`src/verilog/udp_macros.svh`:
```
////////////////////////////////////////////////////////////
// build-time sizes for the UDP receive path
// included by the buffer package and every RTL module
////////////////////////////////////////////////////////////
`ifndef UDP_MACROS_SVH
`define UDP_MACROS_SVH

// payload RAM depth in bytes for one datagram
`define UDP_BUF_DEPTH 2048

// address width matching the depth above
`define UDP_BUF_AW 11

// cycles from last accepted byte to res_valid
// the fold pipeline needs at least 4
`define UDP_RESULT_LAT 4

`endif

```
`src/verilog/buf_pkg.sv`:
```
////////////////////////////////////////////////////////////
// payload buffer access types
// shared by receiver, arbiter, RAM and top level
////////////////////////////////////////////////////////////
`default_nettype none

`include "udp_macros.svh"

package buf_pkg;

  // one RAM port request, write or read
  typedef struct packed {
    logic                   write;
    logic [`UDP_BUF_AW-1:0] addr;
    logic [7:0]             wdata;
  } mem_req_t;

  // registered read data
  typedef struct packed {
    logic [7:0] rdata;
  } mem_rsp_t;

endpackage

`default_nettype wire

```
`src/verilog/buf_arbiter.sv`:
```
////////////////////////////////////////////////////////////
// fixed-priority owner of the single payload RAM port
// receiver writes always win and host reads fill the gaps
////////////////////////////////////////////////////////////
`timescale 1ns/1ps
`default_nettype none

`include "udp_macros.svh"

module buf_arbiter
  import buf_pkg::*;
(
  input  wire logic                   clk,
  input  wire logic                   rst_n,
  input  wire logic                   wr_valid,
  input  wire mem_req_t               wr_req,
  input  wire logic                   rd_valid,
  output logic                        rd_ready,
  input  wire logic [`UDP_BUF_AW-1:0] rd_addr,
  output logic                        rd_rsp_valid,
  output mem_rsp_t                    rd_rsp,
  output logic                        ram_en,
  output mem_req_t                    ram_req,
  input  wire mem_rsp_t               ram_rsp
);

  logic rd_grant;

  // the byte stream cannot stall, so reads back off
  assign rd_ready = !wr_valid;
  assign rd_grant = rd_valid && !wr_valid;

  ////////////////////////////////////////////////////////////
  // port select
  ////////////////////////////////////////////////////////////
  always_comb
  begin
    if (wr_valid)
    begin
      ram_en  = 1'b1;
      ram_req = wr_req;
    end
    else
    begin
      ram_en        = rd_valid;
      ram_req.write = 1'b0;
      ram_req.addr  = rd_addr;
      ram_req.wdata = 8'h00;
    end
  end

  // RAM data returns one cycle after a granted read
  always_ff @(posedge clk or negedge rst_n)
  begin
    if (!rst_n)
      rd_rsp_valid <= 1'b0;
    else
      rd_rsp_valid <= rd_grant;
  end

  assign rd_rsp = ram_rsp;

endmodule

`default_nettype wire

```
`config.mk`:
```
export PLATFORM = sky130hd
export DESIGN_NAME = buf_arbiter
export DESIGN_NICKNAME = d
export VERILOG_FILES = /design/src/verilog/buf_pkg.sv /design/src/verilog/buf_arbiter.sv
export VERILOG_INCLUDE_DIRS = /design/src /design/src/verilog
export SDC_FILE = /design/constraint.sdc
export NUM_CORES = 1
export LEC_CHECK = 0
export ABC_AREA = 1
export BUFFER_PORTS_ARGS = -buffer_cell sky130_fd_sc_hd__buf_4
export CORE_UTILIZATION = 20
export DETAILED_ROUTE_END_ITERATION = 12
export PLACE_DENSITY_LB_ADDON = 0.05
export SYNTH_ARGS = -nofsm -noshare
export SYNTH_HDL_FRONTEND = slang
export SYNTH_SLANG_ARGS = --single-unit
```
`constraint.sdc`:
```
create_clock -name clk -period 0.8 [get_ports clk]
set_clock_uncertainty 0.15 [all_clocks]
set_input_delay 0 -clock clk [delete_from_list [all_inputs] [get_ports clk]]
set_output_delay 0 -clock clk [all_outputs]
set_load 0.01 [all_outputs]
```
==> qor.log <==
qor: run_status.run_status finished, final reports clean
qor: floorplan.std_cell_core_area 1490 sq um
qor: sta.grt_setup_unrepaired no
qor: logic_synthesis.synth_cells 67
qor: logic_synthesis.post_synthesis_instance_area 318 sq um
qor: power.total_power 0.475 mW
qor: setup_path.worst_setup_path_end_kind output port
qor: cells_and_area.final_core_util 52.9%
qor: cells_and_area.footprint_of_the_multi_input_gates 165 sq um
qor: setup_path.number_of_cells_on_the_critical_path 1
qor: logic_synthesis.ys_types 7
qor: setup_path.slowest_delay 0.58 ns
qor: setup_path.timing.critical_path.from_type primary input
qor: setup_path.crit_buf_inv 1
qor: sta.max_clock_freq 1370 MHz
qor: power.ir_drop 0.270 mV
qor: clocking.clk_transition_reported_paths 0 ns
qor: grt.pin_count_of_the_biggest_net_entering_global_routing 14
qor: detailed_routing.routed_wirelength 1120 microns
qor: setup_path.critical_path.cell_chain dlygate4sd3_1
qor: sta.timing.slew.headroom 91.8%
qor: detailed_routing.num_vias 550
qor: setup_path.largest_delay_contributor_family_on_the_critical_path buffers and inverters
qor: place.place.port_buffers 57
qor: sta.maxSlewViolCount 0
qor: floorplan.die_area 1750 sq um
qor: place.dp_cells 131
qor: logic_synthesis.ys_seq_area_share 7.87%
qor: floorplan.die_height 41.9 microns
qor: cells_and_area.finalNonFillerCells 140
qor: cells_and_area.largestRegisters rd_rsp_valid x1
qor: grt.grt_use_total 11.3%
qor: power.power.density 603 nW/um^2
qor: clocking.cts_setup_buffers 0
qor: setup_path.worst-setup-path-type in2out
qor: detailed_routing.wire_per_inst 8.00 microns
qor: grt.grt_overflow_total 0
qor: cells_and_area.nFillCells 165
qor: floorplan.io-pin-count 74
qor: place.finalWeightedCongestion 0.663
qor: sta.final_hold_fails 0
qor: logic_synthesis.synth_top_area_cell sky130_fd_sc_hd__nand2_1
qor: cells_and_area.regMostFlops rd_rsp_valid
qor: hold_path.hold_critical_path_depth 2
qor: floorplan.placementRows 14
qor: setup_path.cp.arrival 0.58 ns
qor: logic_synthesis.yosysWarningCount 0
qor: floorplan.initial_core_util 21.3%
qor: logic_synthesis.synth_fp_nets 110
qor: sta.layout_worst_path_cycle_share 91.4%
qor: detailed_routing.drtPass1Iterations 4
qor: cells_and_area.layout-area-overhead-vs-synth 148%
qor: cells_and_area.antennaDiodeCount 0
qor: detailed_routing.route.detailed.vias_per_inst 3.93
qor: detailed_routing.drt-initial-drc-count 5
qor: sta.whs 0.0707 ns
qor: detailed_routing.drcViolationCount 0
qor: cells_and_area.combined_flip_flop_and_latch_cell_area 25.0 sq um
qor: sta.min_period 0.731 ns
qor: power.leakagePower 0.539 nW
qor: sta.final-setup-viol-count 0
qor: logic_synthesis.yosys-top-cells-area sky130_fd_sc_hd__nand2_1 51%, sky130_fd_sc_hd__buf_4 24%, sky130_fd_sc_hd__inv_1 12%
qor: place.hpwlAfterDp 920 microns
qor: sta.setup_total_negative_slack 0 ns
qor: cells_and_area.largest_reg_flops 1
qor: cells_and_area.final_layout_size_suffix_gt1_share 48.4%
qor: logic_synthesis.syn-mean-instance-area 4.74 sq um
qor: setup_path.timing.critical_path.required 0.65 ns
qor: job.maxcap_viol_count 0
qor: grt.grt_pass1_wl 1690 microns
qor: logic_synthesis.area_fraction_of_the_dominant_cell_type_after_synthesis 50.8%
qor: floorplan.dieWidth 41.9 microns
qor: setup_path.critical-path-slowest-cell sky130_fd_sc_hd__dlygate4sd3_1
qor: setup_path.path_max_fanout 1
qor: logic_synthesis.synth_seq_cells 1
qor: detailed_routing.postRouteAntennaNets 0
qor: grt.antenna_found_initial 0
qor: grt.via_count_of_the_first_global_routing_pass 434
qor: cells_and_area.design.final.nets 169
qor: hold_path.hold_path_class in2reg
qor: sta.tightest_slew 0.123 ns
synthesized netlist by cell type, drive strengths merged:
cell type,n
buf,11
dfrtp,1
inv,11
nand2,43
nor2,1
per-stage QoR:
step,setup slack [ns],instance area (sq um)
6_report,0.0689,787
5_1_grt,0.0499,787
4_1_cts,0.0687,785
3_5_place_dp,0.0864,694
3_3_place_gp,0.0832,694
2_1_floorplan,0.274,318
final timing paths:
path / from / endpoint / slack, ns
min in group asynchronous: rst_n / rd_rsp_valid / 0.17
max: ram_rsp[0] / rd_rsp[0] / 0.07
min: wr_valid / rd_rsp_valid / 0.07
max in group asynchronous: rst_n / rd_rsp_valid / 0.25
layer usage:
layer	vias up	track usage, %	wire (microns)	share of wire (%)
met5	-	0	0	0
met4	0	0	0	0
met3	0	0.435	108	9.6
met2	34	21.3	571	51
met1	223	15.0	440	39
li1	293	-	-	-
layout make-up:
class | instances | area share (%)
Inverter | 11 | 5.56
Timing Repair Buffer | 68 | 67.7
Sequential cell | 1 | 3.18
Multi-Input combinational cell | 44 | 21.0
Tap cell | 16 | 2.54
cells in the final DEF, fill, tap and decap left out:
cell type                       Yosys  layout
sky130_fd_sc_hd__nor2_1             1       1
sky130_fd_sc_hd__buf_4             10      59
sky130_fd_sc_hd__dfrtp_1            1       1
sky130_fd_sc_hd__inv_4              0       1
sky130_fd_sc_hd__inv_1             10      10
sky130_fd_sc_hd__dlygate4sd3_1      0       9
sky130_fd_sc_hd__nand2_1           43      43
report_power, final:
group          switching, mW  internal [mW]  leakage, nW
combinational          0.163          0.257        0.526
clock                      0              0            0
sequential          0.000714         0.0541       0.0129
logic make-up (layout without fill, tap and decap cells):
| group | Yosys count | after routing | synth area share (%) |
|---|---|---|---|
| buf+inv | 22 | 79 | 40.2 |
| flops | 1 | 1 | 7.87 |
| simple gates | 44 | 44 | 52.0 |
timing repair:
| action | 4_1_cts | 5_1_grt |
|---|---|---|
| endpoints found under the setup margin | 0 | 1 |
| hold endpoints to repair | 9 | 0 |
| resized for setup | 0 | 2 |
| hold buffers | 9 | 0 |
No activity file was read; power rests on OpenSTA's default activity.
