===== src/verilog/udp_macros.svh =====
////////////////////////////////////////////////////////////
// build-time sizes for the UDP receive path
// included by the buffer package and every RTL module
////////////////////////////////////////////////////////////
`ifndef UDP_MACROS_SVH
`define UDP_MACROS_SVH

// payload RAM depth in bytes for one datagram
`define UDP_BUF_DEPTH 2048

// address width matching the depth above
`define UDP_BUF_AW 11

// cycles from last accepted byte to res_valid
// the fold pipeline needs at least 4
`define UDP_RESULT_LAT 4

`endif


===== src/verilog/buf_pkg.sv =====
////////////////////////////////////////////////////////////
// payload buffer access types
// shared by receiver, arbiter, RAM and top level
////////////////////////////////////////////////////////////
`default_nettype none

`include "udp_macros.svh"

package buf_pkg;

  // one RAM port request, write or read
  typedef struct packed {
    logic                   write;
    logic [`UDP_BUF_AW-1:0] addr;
    logic [7:0]             wdata;
  } mem_req_t;

  // registered read data
  typedef struct packed {
    logic [7:0] rdata;
  } mem_rsp_t;

endpackage

`default_nettype wire


===== src/verilog/net_pkg.sv =====
////////////////////////////////////////////////////////////
// network-facing types of the UDP receiver
// IP metadata in, result record and status codes out
////////////////////////////////////////////////////////////
`default_nettype none

package net_pkg;

  // facts already parsed by the IP layer
  typedef struct packed {
    logic [31:0] src_ip;
    logic [31:0] dst_ip;
    logic [7:0]  protocol;
    // header plus payload
    logic [15:0] udp_len;
  } ip_meta_t;

  typedef enum logic [1:0] {
    status_ok       = 2'd0,
    status_csum_bad = 2'd1,
    // header length differs from meta, or meta length below 8
    status_len_bad  = 2'd2,
    status_aborted  = 2'd3
  } udp_status_t;

  // one record per datagram
  typedef struct packed {
    udp_status_t status;
    logic [15:0] src_port;
    logic [15:0] dst_port;
    logic [15:0] payload_len;
  } udp_result_t;

endpackage

`default_nettype wire


===== src/verilog/udp_rx.sv =====
////////////////////////////////////////////////////////////
// UDP datagram receiver with length check, checksum and payload write
// takes IP metadata per datagram, then one byte per valid beat
// returns one result record and holds it until res_ready
////////////////////////////////////////////////////////////
`timescale 1ns/1ps
`default_nettype none

`include "udp_macros.svh"

module udp_rx
  import net_pkg::*;
  import buf_pkg::*;
(
  input  wire logic        clk,
  input  wire logic        rst_n,
  input  wire logic        meta_valid,
  output logic             meta_ready,
  input  wire ip_meta_t    meta,
  input  wire logic        rx_valid,
  input  wire logic        rx_abort,
  input  wire logic [7:0]  rx_data,
  output logic             wr_valid,
  output mem_req_t         wr_req,
  output logic             res_valid,
  input  wire logic        res_ready,
  output udp_result_t      res
);

  typedef enum logic [2:0] {
    st_idle,
    st_header,
    st_data,
    st_verify,
    st_result
  } rx_state_t;

  rx_state_t   state;
  logic [15:0] byte_cnt;
  logic [3:0]  lat_cnt;
  logic [15:0] last_idx;
  logic [15:0] pay_len;
  logic [15:0] udp_len_q;
  logic [7:0]  byte_q;
  logic [15:0] src_port_q;
  logic [15:0] dst_port_q;
  logic [15:0] hdr_len_q;
  logic [15:0] csum_field_q;
  logic [`UDP_BUF_AW-1:0] wr_addr_q;
  logic [31:0] csum_acc;
  logic [16:0] fold1_q;
  logic [15:0] fold2_q;
  logic [15:0] csum_q;
  udp_result_t res_q;

  logic        open;
  logic        beat;
  logic        len_bad;
  logic        verify_done;
  logic [15:0] pair;
  logic [15:0] pay_idx;
  logic [31:0] pseudo_sum;

  assign open        = (state == st_header) || (state == st_data);
  assign beat        = open && rx_valid && !rx_abort;
  assign pair        = {byte_q, rx_data};
  assign pay_idx     = byte_cnt - 16'd8;
  assign len_bad     = (hdr_len_q != udp_len_q) || (udp_len_q < 16'd8);
  assign verify_done = (state == st_verify) && (lat_cnt == 4'(`UDP_RESULT_LAT - 1));

  // pseudo-header words, summed once at meta acceptance
  assign pseudo_sum = 32'(meta.src_ip[31:16]) + 32'(meta.src_ip[15:0])
                    + 32'(meta.dst_ip[31:16]) + 32'(meta.dst_ip[15:0])
                    + 32'(meta.protocol) + 32'(meta.udp_len);

  ////////////////////////////////////////////////////////////
  // control FSM
  ////////////////////////////////////////////////////////////
  always_ff @(posedge clk or negedge rst_n)
  begin
    if (!rst_n)
    begin
      state    <= st_idle;
      byte_cnt <= 16'd0;
      lat_cnt  <= 4'd0;
    end
    else
    begin
      case (state)
        st_idle:
        begin
          byte_cnt <= 16'd0;
          if (meta_valid)
            state <= st_header;
        end
        st_header, st_data:
        begin
          if (rx_abort)
            state <= st_result;
          else if (rx_valid)
          begin
            byte_cnt <= byte_cnt + 16'd1;
            if (byte_cnt == last_idx)
            begin
              state   <= st_verify;
              lat_cnt <= 4'd0;
            end
            else if (byte_cnt == 16'd7)
              state <= st_data;
          end
        end
        st_verify:
        begin
          lat_cnt <= lat_cnt + 4'd1;
          if (verify_done)
            state <= st_result;
        end
        st_result:
        begin
          if (res_ready)
            state <= st_idle;
        end
        default:
          state <= st_idle;
      endcase
    end
  end

  // per-datagram lengths
  // a short meta length still waits for 8 header bytes
  always_ff @(posedge clk)
  begin
    if (meta_valid && meta_ready)
    begin
      udp_len_q <= meta.udp_len;
      last_idx  <= (meta.udp_len < 16'd8) ? 16'd7 : meta.udp_len - 16'd1;
      pay_len   <= (meta.udp_len < 16'd8) ? 16'd0 : meta.udp_len - 16'd8;
    end
  end

  ////////////////////////////////////////////////////////////
  // byte capture and header fields
  ////////////////////////////////////////////////////////////
  always_ff @(posedge clk)
  begin
    if (beat)
    begin
      byte_q    <= rx_data;
      wr_addr_q <= pay_idx[`UDP_BUF_AW-1:0];
      case (byte_cnt)
        16'd1:   src_port_q   <= pair;
        16'd3:   dst_port_q   <= pair;
        16'd5:   hdr_len_q    <= pair;
        16'd7:   csum_field_q <= pair;
        default: ;
      endcase
    end
  end

  // write request one cycle after the payload beat
  always_ff @(posedge clk or negedge rst_n)
  begin
    if (!rst_n)
      wr_valid <= 1'b0;
    else
      wr_valid <= beat && (state == st_data) && (pay_idx < 16'(`UDP_BUF_DEPTH));
  end

  assign wr_req = '{write: 1'b1, addr: wr_addr_q, wdata: byte_q};

  ////////////////////////////////////////////////////////////
  // one's-complement sum and fold pipeline
  ////////////////////////////////////////////////////////////
  always_ff @(posedge clk)
  begin
    if (meta_valid && meta_ready)
      csum_acc <= pseudo_sum;
    else if (beat)
    begin
      // big-endian pairs with an odd last byte padded with zero
      if (byte_cnt[0])
        csum_acc <= csum_acc + 32'(pair);
      else if (byte_cnt == last_idx)
        csum_acc <= csum_acc + 32'({rx_data, 8'h00});
    end
  end

  // two folds cover any accumulator value, then invert
  always_ff @(posedge clk)
  begin
    fold1_q <= {1'b0, csum_acc[15:0]} + {1'b0, csum_acc[31:16]};
    fold2_q <= fold1_q[15:0] + {15'd0, fold1_q[16]};
    csum_q  <= ~fold2_q;
  end

  ////////////////////////////////////////////////////////////
  // result record
  ////////////////////////////////////////////////////////////
  always_ff @(posedge clk)
  begin
    if (verify_done)
    begin
      res_q.src_port    <= src_port_q;
      res_q.dst_port    <= dst_port_q;
      res_q.payload_len <= pay_len;
      if (len_bad)
        res_q.status <= status_len_bad;
      else if ((csum_field_q == 16'd0) || (csum_q == 16'd0))
        res_q.status <= status_ok;
      else
        res_q.status <= status_csum_bad;
    end
    else if (open && rx_abort)
    begin
      res_q.status      <= status_aborted;
      res_q.src_port    <= src_port_q;
      res_q.dst_port    <= dst_port_q;
      res_q.payload_len <= 16'd0;
    end
  end

  assign meta_ready = (state == st_idle);
  assign res_valid  = (state == st_result);
  assign res        = res_q;

endmodule

`default_nettype wire


===== config.mk =====
export PLATFORM = sky130hd
export DESIGN_NAME = udp_rx
export DESIGN_NICKNAME = d
export VERILOG_FILES = /design/src/verilog/buf_pkg.sv /design/src/verilog/net_pkg.sv /design/src/verilog/udp_rx.sv
export VERILOG_INCLUDE_DIRS = /design/src /design/src/verilog
export SDC_FILE = /design/constraint.sdc
export NUM_CORES = 1
export LEC_CHECK = 0
export ABC_AREA = 0
export BUFFER_PORTS_ARGS = -buffer_cell sky130_fd_sc_hd__clkbuf_2
export CAP_MARGIN = 30
export CORE_MARGIN = 5
export CORE_UTILIZATION = 66
export CTS_BUF_LIST = sky130_fd_sc_hd__clkbuf_8
export DETAILED_ROUTE_END_ITERATION = 8
export PLACE_DENSITY = 0.95
export SLEW_MARGIN = 20
export SYNTH_ARGS = -nofsm -noshare
export SYNTH_HDL_FRONTEND = slang
export SYNTH_SLANG_ARGS = --single-unit

===== constraint.sdc =====
create_clock -name clk -period 7.9 [get_ports clk]
set_input_delay 0.79 -clock clk [delete_from_list [all_inputs] [get_ports clk]]
set_output_delay 0.79 -clock clk [all_outputs]
set_load 0.02 [all_outputs]

==> metrics.cfg, run 1 <==
[placement]
hpwl_um=26600
globalplace.congestion=0.972
port_buffers=173

[synth]
synth_compound_area_share_pct=8.50
synthArstFlopShare_pct=8.39
synth.avg_cell_area_um2=11.5
ys_seq_area_share_pct=52.1
synth-adder-area-share_pct=13.7
synthSimpleGateAreaFrac_pct=12.1
synth_top_family_by_area=adder cells
ys_seq_elements=286
synth_top_cell_area_share_pct=41.8
synth_edf_count=213
synthTopCellsByArea=edfxtp_1, fa_1, dfxtp_1, ha_1, xnor2_1
ys.flop_type=edfxtp_1
synth-xor-area-share_pct=7.49
yosys_warnings=0
synth_nets=1561
synth.mux.area_fraction_pct=0.482
synth_area_leader_cell=edfxtp_1
postSynthCellCount=1327
syn-cell-area_um2=15300
yosysUniqueCellTypes=79

[global_route]
grt_pass1_vias=11000
antenna_found_initial=0
grt_pass1_wl_um=56200
overflow=0
track_usage_pct=26.8
grt_max_degree=69

[final_layout]
multiInputGateArea_um2=6480
final.fill_count=1378
antennaDiodeCount=0
register_area_um2=7980
area_growth_pct=12.9
utilization_pct=76.1
largest_reg_flops=50
post_route_cells_drive_above_1_share_pct=17.7
nets=1760

[route]
drtAntennaViolNets=0
vias=10900
wl_um=35000
drtIter0Drc=1206
drc_errors=0
wl_per_cell_um=19.0
avgViaCountPerCell=5.89
dr.pass1.iters=5

[floorplanning]
start_util_pct=67.4
fp-row-count=55
dieHeight_um=162
core_area_um2=22700
ios=175
die-area_um2=26300
die_w_um=162

[critical_path]
path_class=in2reg
cp-start-kind=primary input
critical-path-top-delay-family=adder cells
crit_chain=clkbuf_2 > inv_1 > fa_1 > inv_1 > fa_1 > inv_1 > fa_1 > inv_1 > ha_1 > fa_1 > a21oi_1 > o21ai_1 > a21o_1 > a31o_1 > a21oi_1 > xnor2_1 > a211o_1
reg2reg_slack_ps=4400
reg2reg_from=csum_acc[8]$_DFFE_PP_
worstPathRequired_ps=8190
worstSetupEndpointType=flop
cp_slowest_cell=fa_1
regToRegEndpoint=csum_acc[28]$_SDFFCE_PP0P_
path_depth=17
cp.arrival_ps=4950
path_buf_inv=5
rr_worst_depth=10
critPathMaxStageDelay_ps=580
path_max_fanout=5

[timing]
post-route-period-util_pct=58.9
tns_ps=0
finalHoldViolCount=0
tightestPinTransition_ps=922
fin_crit_ps=4650
skew_ps=20.7
rsz0062_at_grt=no
maxSlewHeadroom_pct=38.3
fin_hold_ws_ps=261
setup_violations=0
fmax_mhz=215
drv_slew=0

[power_and_ir_drop]
power_leakage_nw=7.45
p_per_area_nw_per_um2=334
max-vdd-ir-drop_uv=149

[cts]
post_cts_buffers=0
holdBufCountCts=0
clockRootBuffer=clkbuf_8
clk_pin_slew_worst_paths_ps=60
cts_tree=done
cts_max_level=2
cts_sinks=286
worstSkewPairLatency_ps=540
ctsResizeCount=0
cts_made_buffers=42
clk_path_buf_depth=3

[job]
max-cap-violations=0

[run_status]
outcome=completed

[worst_hold_path]
min_path_type=in2async

routing by layer:
metal | global-route usage, % | vias up | part of all wire (%)
met2 | 46.0 | 595 | 50
met3 | 4.82 | 94 | 9.2
li1 | - | 5011 | -
met1 | 34.9 | 5151 | 38
met5 | 0 | - | 0
met4 | 8.80 | 0 | 3.1
metrics by stage:
stage               setup slack [ps]  power [mW]  instances  cell area, µm²
finish                          3250        5.78       1843           17300
global route                    3060        6.16       1843           17300
CTS                             3290        5.77       1840           17300
detailed placement              2730        4.65       1764           16500
global placement                2920        4.49       1762           16400
floorplan                       3270        4.03       1327           15300
layout by cell type, fill, tap and decap left out, types with 10 or more instances in the layout:
master    instances
and3_1           34
o21ai_0          40
o211ai_1         10
fa_1             59
clkbuf_8         50
inv_1           204
a21oi_1          56
clkbuf_2        174
dfxtp_1          49
a211oi_1         12
edfxtp_1        213
nor3_1           20
nand3_1          32
a21o_1           14
xnor2_1          93
o21a_1           12
ha_1             73
dfrtp_1          24
nor2_1          100
nor4_1           17
nand4_1          16
xor2_1           38
nand2_1          72
cell families (layout without fill, tap and decap cells):
family	after synthesis	after routing
compound gates	199	199
xor+xnor	131	131
fa+ha+maj	132	132
buf+inv	218	449
flops	286	286
mux	7	7
other cells	1	1
simple gates	353	353
synthesized netlist by cell type (10+ instances only):
cell and instances:
o21ai_0 40, nand4_1 16, nand2_1 72, a21o_1 14, xor2_1 38, o21a_1 12, clkbuf_1 13, nor2_1 101
nor3_1 20, nor4_1 17, a21oi_1 56, fa_1 59, inv_1 188, edfxtp_1 213, ha_1 73, nand3_1 32
o211ai_1 10, dfxtp_1 49, and3_1 34, a211oi_1 12, dfrtp_1 24, xnor2_1 93
worst max path at each step:
stage	slack, ps	startpoint	endpoint
floorplan	3270	meta[2]	csum_acc[12]$_DFFE_PP_
global placement	2920	meta[2]	csum_acc[12]$_DFFE_PP_
CTS	3290	meta[2]	csum_acc[12]$_DFFE_PP_
global route	3060	meta[2]	csum_acc[12]$_DFFE_PP_
finish	3250	meta[2]	csum_acc[12]$_DFFE_PP_
detailed placement	2730	meta[2]	csum_acc[12]$_DFFE_PP_
cell type report:
class | count | area share (%)
Timing Repair Buffer | 185 | 5.62
Sequential cell | 286 | 46.1
Clock inverter | 26 | 0.615
Clock buffer | 50 | 3.98
Multi-Input combinational cell | 823 | 37.5
Inverter | 188 | 4.08
Tap cell | 285 | 2.06
power breakdown:
part	total, mW	switching, mW	internal [mW]
logic	2.40	1.42	0.978
registers	2.28	0.234	2.05
clock network	1.10	0.530	0.574
Note: power is estimated with default switching activity, not from simulation.
==> run 2: changes to the inputs <==
--- a/config.mk
+++ b/config.mk
@@ -10,10 +10,10 @@
 export BUFFER_PORTS_ARGS = -buffer_cell sky130_fd_sc_hd__clkbuf_2
 export CAP_MARGIN = 30
 export CORE_MARGIN = 5
-export CORE_UTILIZATION = 66
+export CORE_UTILIZATION = 61
 export CTS_BUF_LIST = sky130_fd_sc_hd__clkbuf_8
 export DETAILED_ROUTE_END_ITERATION = 8
-export PLACE_DENSITY = 0.95
+export PLACE_DENSITY = 0.91
 export SLEW_MARGIN = 20
 export SYNTH_ARGS = -nofsm -noshare
 export SYNTH_HDL_FRONTEND = slang
==> constraint.sdc (replaced) <==
create_clock -name clk -period 4.3 [get_ports clk]
set_input_delay 0.43 -clock clk [delete_from_list [all_inputs] [get_ports clk]]
set_output_delay 0.43 -clock clk [all_outputs]
set_load 0.02 [all_outputs]
==> run 2 against run 1 <==
Global-route usage shrank 2.0 points. Worst setup slack lost 3000 ps. Critical path depth is the same. Clock power grew 110%. Total power grew 92%.
==> metrics.cfg, run 2 (synthesized netlist as in run 1, its figures left out) <==
[placement]
hpwl_um=26500  ; -0.19%
globalplace.congestion=0.961  ; -1.1%
pre_cts_slack_ps=-359  ; -3090 ps
dp.cells=1836  ; +4.1%
port_buffers=173  ; unchanged
placed_cell_area_um2=16700  ; +1.5%

[cts]
cts_max_level=2  ; unchanged
post_cts_buffers=0  ; unchanged
clockRootBuffer=clkbuf_8
cts_made_buffers=43  ; +2.4%
cts_tree=done
clk_pin_slew_worst_paths_ps=70  ; about the same
cts_sinks=286  ; unchanged
worstSkewPairLatency_ps=550  ; about the same
clk_path_buf_depth=3  ; unchanged

[run_status]
outcome=completed

[final_layout]
design_area_um2=17700  ; +2.4%
fin_cells=1918  ; +4.1%
nets=1790  ; +1.7%
area_growth_pct=15.6
post_route_cells_drive_above_1_share_pct=19.8  ; +2.1 points
layout_commonest_cell=edfxtp_1
final_cell_mix=edfxtp_1, inv_1, clkbuf_2
antennaDiodeCount=0  ; unchanged
largest_reg_flops=50  ; unchanged

[floorplanning]
ios=175  ; unchanged
die-area_um2=28400  ; +7.7%
die_w_um=168  ; +3.8%
dieHeight_um=168  ; +3.8%
fp-row-count=58  ; +5.5%
start_util_pct=61.3  ; -6.1 points
core_area_um2=25000  ; +9.9%

[route]
drc_errors=0  ; unchanged
wl_per_cell_um=18.3  ; -3.7%
drtIter0Drc=956  ; -21%
drtAntennaViolNets=0  ; unchanged
wl_um=35000  ; +0.19%
avgViaCountPerCell=5.65  ; -4.1%
dr.pass1.iters=5  ; unchanged
vias=10800  ; -0.20%

[power_and_ir_drop]
intPower_mw=6.99  ; +94%
switchingPower_mw=4.08  ; +87%
switching_share_pct=36.9  ; -0.89 points
max-vdd-ir-drop_uv=254  ; +70%
clkPwrFrac_pct=21.3  ; +2.2 points
comb_power_share_pct=40.6  ; -0.8 points
power_leakage_nw=7.62  ; +2.3%
p_per_area_nw_per_um2=626  ; +87%
total_power_mw=11.1  ; +92%
power_frac_seq_pct=38.1  ; -1.4 points

[job]
max-cap-violations=0  ; unchanged

[timing]
post-route-period-util_pct=94.6
finalWorstSetupSlack_ps=231  ; -3020 ps
finalHoldViolCount=0  ; unchanged
fmax_mhz=246
fin_crit_ps=4070
drv_slew=0  ; unchanged
setup_violations=0  ; unchanged
tightestPinTransition_ps=807  ; -115 ps
tns_ps=0  ; unchanged
rsz0062_at_grt=no
maxSlewHeadroom_pct=46.2  ; +7.9 points
skew_ps=18.1  ; -2.58 ps

[worst_hold_path]
min_from=res_ready
min_delay_path_depth=2
min_path_type=in2reg

[critical_path]
worstSetupEndpointType=flop
cp.arrival_ps=4370  ; -580 ps
path_max_fanout=2  ; -3
crit_start=meta[2]
path_class=in2reg
reg2reg_from=csum_acc[8]$_DFFE_PP_
rr_worst_depth=10  ; unchanged
cp-start-kind=primary input
worstPathRequired_ps=4600  ; -3590 ps

[global_route]
track_usage_pct=24.9  ; -2.0 points
grt_max_degree=47  ; -32%
grt_pass1_vias=11100  ; +0.72%
grt_pass1_wl_um=56500  ; +0.64%
antenna_found_initial=0  ; unchanged
overflow=0  ; unchanged

[run 2: changes by cell type in the layout (fill, tap and decap cells not counted), sizes merged]
cell	delta
clkinv	+5
inv	-9
buf	+29
dlygate4sd3	+1
bufinv	+5
clkbuf	-3
clkinvlp	+2
[run 2: worst paths after layout]
path                                                   end  slack (ps)
worst max-delay path                csum_acc[12]$_DFFE_PP_         230
worst min-delay path                  state[2]$_DFFE_PN0P_          50
worst max register to register  csum_acc[28]$_SDFFCE_PP0P_         850
worst min register to register           csum_q[5]$_DFF_P_         360
max in group asynchronous           lat_cnt[2]$_DFFE_PN0P_        3450
min in group asynchronous         byte_cnt[14]$_DFFE_PN0P_         430
[run 2: power groups by stage]
stage / clock network, mW / registers, mW / logic (mW)
after floorplan: 0 / 4.19 / 3.22
final: 2.36 / 4.22 / 4.49
after global placement: 0 / 4.22 / 4.24
after detailed placement: 0 / 4.26 / 4.40
after global routing: 2.53 / 4.27 / 5.03
after CTS: 2.39 / 4.21 / 4.46
[run 2: worst max-delay path: stages]
cell and delay [ps]:
clkbuf_2 90, inv_1 130, fa_1 560, inv_1 60, fa_1 530, inv_1 60
fa_1 530, inv_1 40, ha_1 210, fa_1 390, a21oi_1 210, o21ai_1 110
a21o_1 200, a31o_1 210, a21oi_1 180, xnor2_1 110, a211o_1 290
[run 2: layer usage]
metal / part of all wire [%] / up-vias / GRT usage (%)
met3: 9.0 / 75 / 5.10
met2: 48 / 531 / 40.7
li1: - / 5074 / -
met1: 40 / 5149 / 33.6
met5: 0 / - / 0
met4: 3.2 / 0 / 8.43
[run 2: area by class of cell]
cell class	instances	area, µm²
Clock buffer	48	661
Inverter	188	706
Tap cell	330	413
Sequential cell	286	7980
Fill cell	1711	7270
Multi-Input combinational cell	823	6480
Clock inverter	29	264
Timing Repair Buffer	214	1200
[run 2: timing repair]
item                                   4_1_cts  5_1_grt
hold buffers                                 1        0
resized for setup                            0        0
endpoints found under the hold margin       24        0
[run 2: per-stage QoR]
stage                     utilization, %  hold slack, ps
final                               70.9            47.2
after global routing                70.9            33.6
after CTS                           70.7            38.5
after detailed placement            67.0             342
after global placement              66.9             341
after floorplan                        -             134
==> run 3: changes to the inputs <==
--- a/config.mk
+++ b/config.mk
@@ -13,6 +13,7 @@
 export CORE_UTILIZATION = 61
 export CTS_BUF_LIST = sky130_fd_sc_hd__clkbuf_8
 export DETAILED_ROUTE_END_ITERATION = 8
+export GPL_ROUTABILITY_DRIVEN = 0
 export PLACE_DENSITY = 0.91
 export SLEW_MARGIN = 20
 export SYNTH_ARGS = -nofsm -noshare
==> constraint.sdc (replaced) <==
create_clock -name clk -period 4.6 [get_ports clk]
set_input_delay 0.46 -clock clk [delete_from_list [all_inputs] [get_ports clk]]
set_output_delay 0.46 -clock clk [all_outputs]
set_load 0.02 [all_outputs]
==> run 3 against run 2 <==
Sequential cell count did not move. Die area did not move. Critical path depth rose by 1. Non-clock buffer count fell by 22. First-iteration DRC count rose by 18%. Global-route usage fell by 1.2 points. Clock power fell by 14%. Clock skew rose by 4.6 ps. Routed wire length fell by 3.6%. Utilization fell by 0.93 points. Design area fell by 1.3%. Sequential share of layout area rose by 0.60 points.
==> metrics.cfg, run 3 (synthesized netlist as in run 1, its figures left out) <==
[run_status]
outcome=completed

[timing]
tightestPinTransition_ps=893  ; +85.9 ps
drv_slew=0  ; unchanged
fin_crit_ps=4150
skew_ps=22.6  ; +4.55 ps
fmax_mhz=241
tns_ps=0  ; unchanged
rsz0062_at_grt=no
maxSlewHeadroom_pct=40.3  ; -5.9 points
finalWorstSetupSlack_ps=447  ; +217 ps
post-route-period-util_pct=90.3
finalHoldViolCount=0  ; unchanged
fin_hold_ws_ps=110  ; +62.9 ps
setup_violations=0  ; unchanged

[global_route]
grt_pass1_vias=10900  ; -1.8%
overflow=0  ; unchanged
grt_max_degree=52  ; +11%
track_usage_pct=23.7  ; -1.2 points
grt_pass1_wl_um=54000  ; -4.4%
antenna_found_initial=1  ; +1

[final_layout]
layout_commonest_cell=edfxtp_1
utilization_pct=70.0  ; -0.93 points
area_growth_pct=14.1
final.fill_count=1642  ; -4.0%
register_area_um2=7980  ; unchanged
final_cell_mix=edfxtp_1, inv_1, clkbuf_2
multiInputGateArea_um2=6480  ; unchanged
nets=1768  ; -1.2%
fin_cells=1899  ; -0.99%
post_route_cells_drive_above_1_share_pct=18.2  ; -1.6 points
largest_reg_flops=50  ; unchanged

[critical_path]
path_class=in2reg
path_max_fanout=3  ; +1
cp-start-kind=primary input
worstSetupEndpointType=flop
worstPathRequired_ps=4910  ; +310 ps
cp.arrival_ps=4460  ; +90 ps

[cts]
clk_path_buf_depth=3  ; unchanged
post_cts_buffers=0  ; unchanged
cts_tree=done
ctsResizeCount=0  ; unchanged
clk_pin_slew_worst_paths_ps=60  ; about the same
cts_sinks=286  ; unchanged
cts_max_level=2  ; unchanged
worstSkewPairLatency_ps=550  ; about the same
holdBufCountCts=1  ; unchanged
cts_made_buffers=43  ; unchanged
clockRootBuffer=clkbuf_8

[route]
dr.pass1.iters=6  ; +1
drc_errors=0  ; unchanged
avgViaCountPerCell=5.67  ; +0.45%
wl_um=33800  ; -3.6%
drtIter0Drc=1125  ; +18%
drtAntennaViolNets=0  ; unchanged
wl_per_cell_um=17.8  ; -2.7%
vias=10800  ; -0.54%

[power_and_ir_drop]
switchingPower_mw=3.74  ; -8.4%
intPower_mw=6.32  ; -9.7%
power_leakage_nw=7.51  ; -1.5%
comb_power_share_pct=40.5  ; about the same
power_frac_seq_pct=39.2  ; +1.1 points
max-vdd-ir-drop_uv=296  ; +16%
p_per_area_nw_per_um2=576  ; -8.0%
switching_share_pct=37.2  ; +0.31 points
clkPwrFrac_pct=20.3  ; -1.0 points

[placement]
hpwl_um=25600  ; -3.4%
dp.cells=1816  ; -1.1%
pre_cts_slack_ps=-51.7  ; +308 ps
port_buffers=173  ; unchanged

[floorplanning]
dieHeight_um=168  ; unchanged
die-area_um2=28400  ; unchanged
ios=175  ; unchanged
fp-row-count=58  ; unchanged
core_area_um2=25000  ; unchanged
start_util_pct=61.3  ; unchanged
die_w_um=168  ; unchanged

[worst_hold_path]
min_path_type=in2reg

[job]
max-cap-violations=0  ; unchanged

==> run 3: changes by cell type in the layout (fill, tap and decap cells not counted), sizes merged <==
cell / before / now
clkinvlp: 2 / 1
clkinv: 13 / 11
clkbuf: 221 / 219
diode: 0 / 1
inv: 197 / 206
bufinv: 5 / 3
buf: 40 / 18
==> run 3: worst paths after layout <==
check / from / endpoint / slack, ps / cells past startpoint
worst max-delay path: meta[2] / csum_acc[18]$_DFFE_PP_ / 450 / 18
worst min-delay path: res_ready / state[2]$_DFFE_PN0P_ / 110 / 2
max in group asynchronous: rst_n / lat_cnt[0]$_DFFE_PN0P_ / 3710 / 2
worst min register to register: fold2_q[15]$_DFF_P_ / csum_q[15]$_DFF_P_ / 350 / 1
worst max register to register: csum_acc[8]$_DFFE_PP_ / csum_acc[24]$_SDFFCE_PP0P_ / 1350 / 10
min in group asynchronous: rst_n / byte_cnt[6]$_DFFE_PN0P_ / 470 / 2
==> run 3: power by group through the flow <==
| stage | registers, mW | logic [mW] | clock network, mW |
|---|---|---|---|
| after floorplan | 3.91 | 3.01 | 0 |
| after detailed placement | 3.97 | 3.99 | 0 |
| final | 3.94 | 4.07 | 2.04 |
| after global routing | 3.99 | 4.54 | 2.19 |
| after CTS | 3.93 | 4.04 | 2.08 |
| after global placement | 3.94 | 3.82 | 0 |
==> run 3: cell type report <==
type / count / share of cell area (%)
sequential: 286 / 45.7
multi-input combinational: 823 / 37.1
timing repair buffer: 192 / 5.86
inverter: 188 / 4.04
clock buffer: 46 / 3.62
tap: 330 / 2.36
clock inverter: 33 / 1.31
antenna: 1 / 0.0143
==> run 3: metal layers <==
layer / share of wire (%) / track usage, % / up-vias / routed length, µm
met2: 48 / 38.8 / 604 / 16200
met1: 39 / 31.8 / 5076 / 13200
met3: 9.4 / 4.32 / 85 / 3180
li1: - / - / 5005 / -
met5: 0 / 0 / - / 0
met4: 3.6 / 9.14 / 0 / 1230
==> run 3: per-stage QoR <==
stage                     area (µm²)  power, mW
after floorplan                15300       6.92
after global placement         16600       7.76
after detailed placement       16600       7.96
after CTS                      17400       10.0
after global routing           17500       10.7
final                          17500       10.1
==> run 3: worst max-delay path, cell delays in order <==
cell and delay (ps):
clkbuf_2 100, inv_1 130, fa_1 560, inv_1 60
fa_1 530, inv_1 50, fa_1 530, inv_1 40
ha_1 210, fa_1 390, a21oi_1 220, o21ai_1 130
buf_4 160, a31oi_1 240, nor2_1 130, a21oi_1 210
a21oi_1 90, a22o_1 210
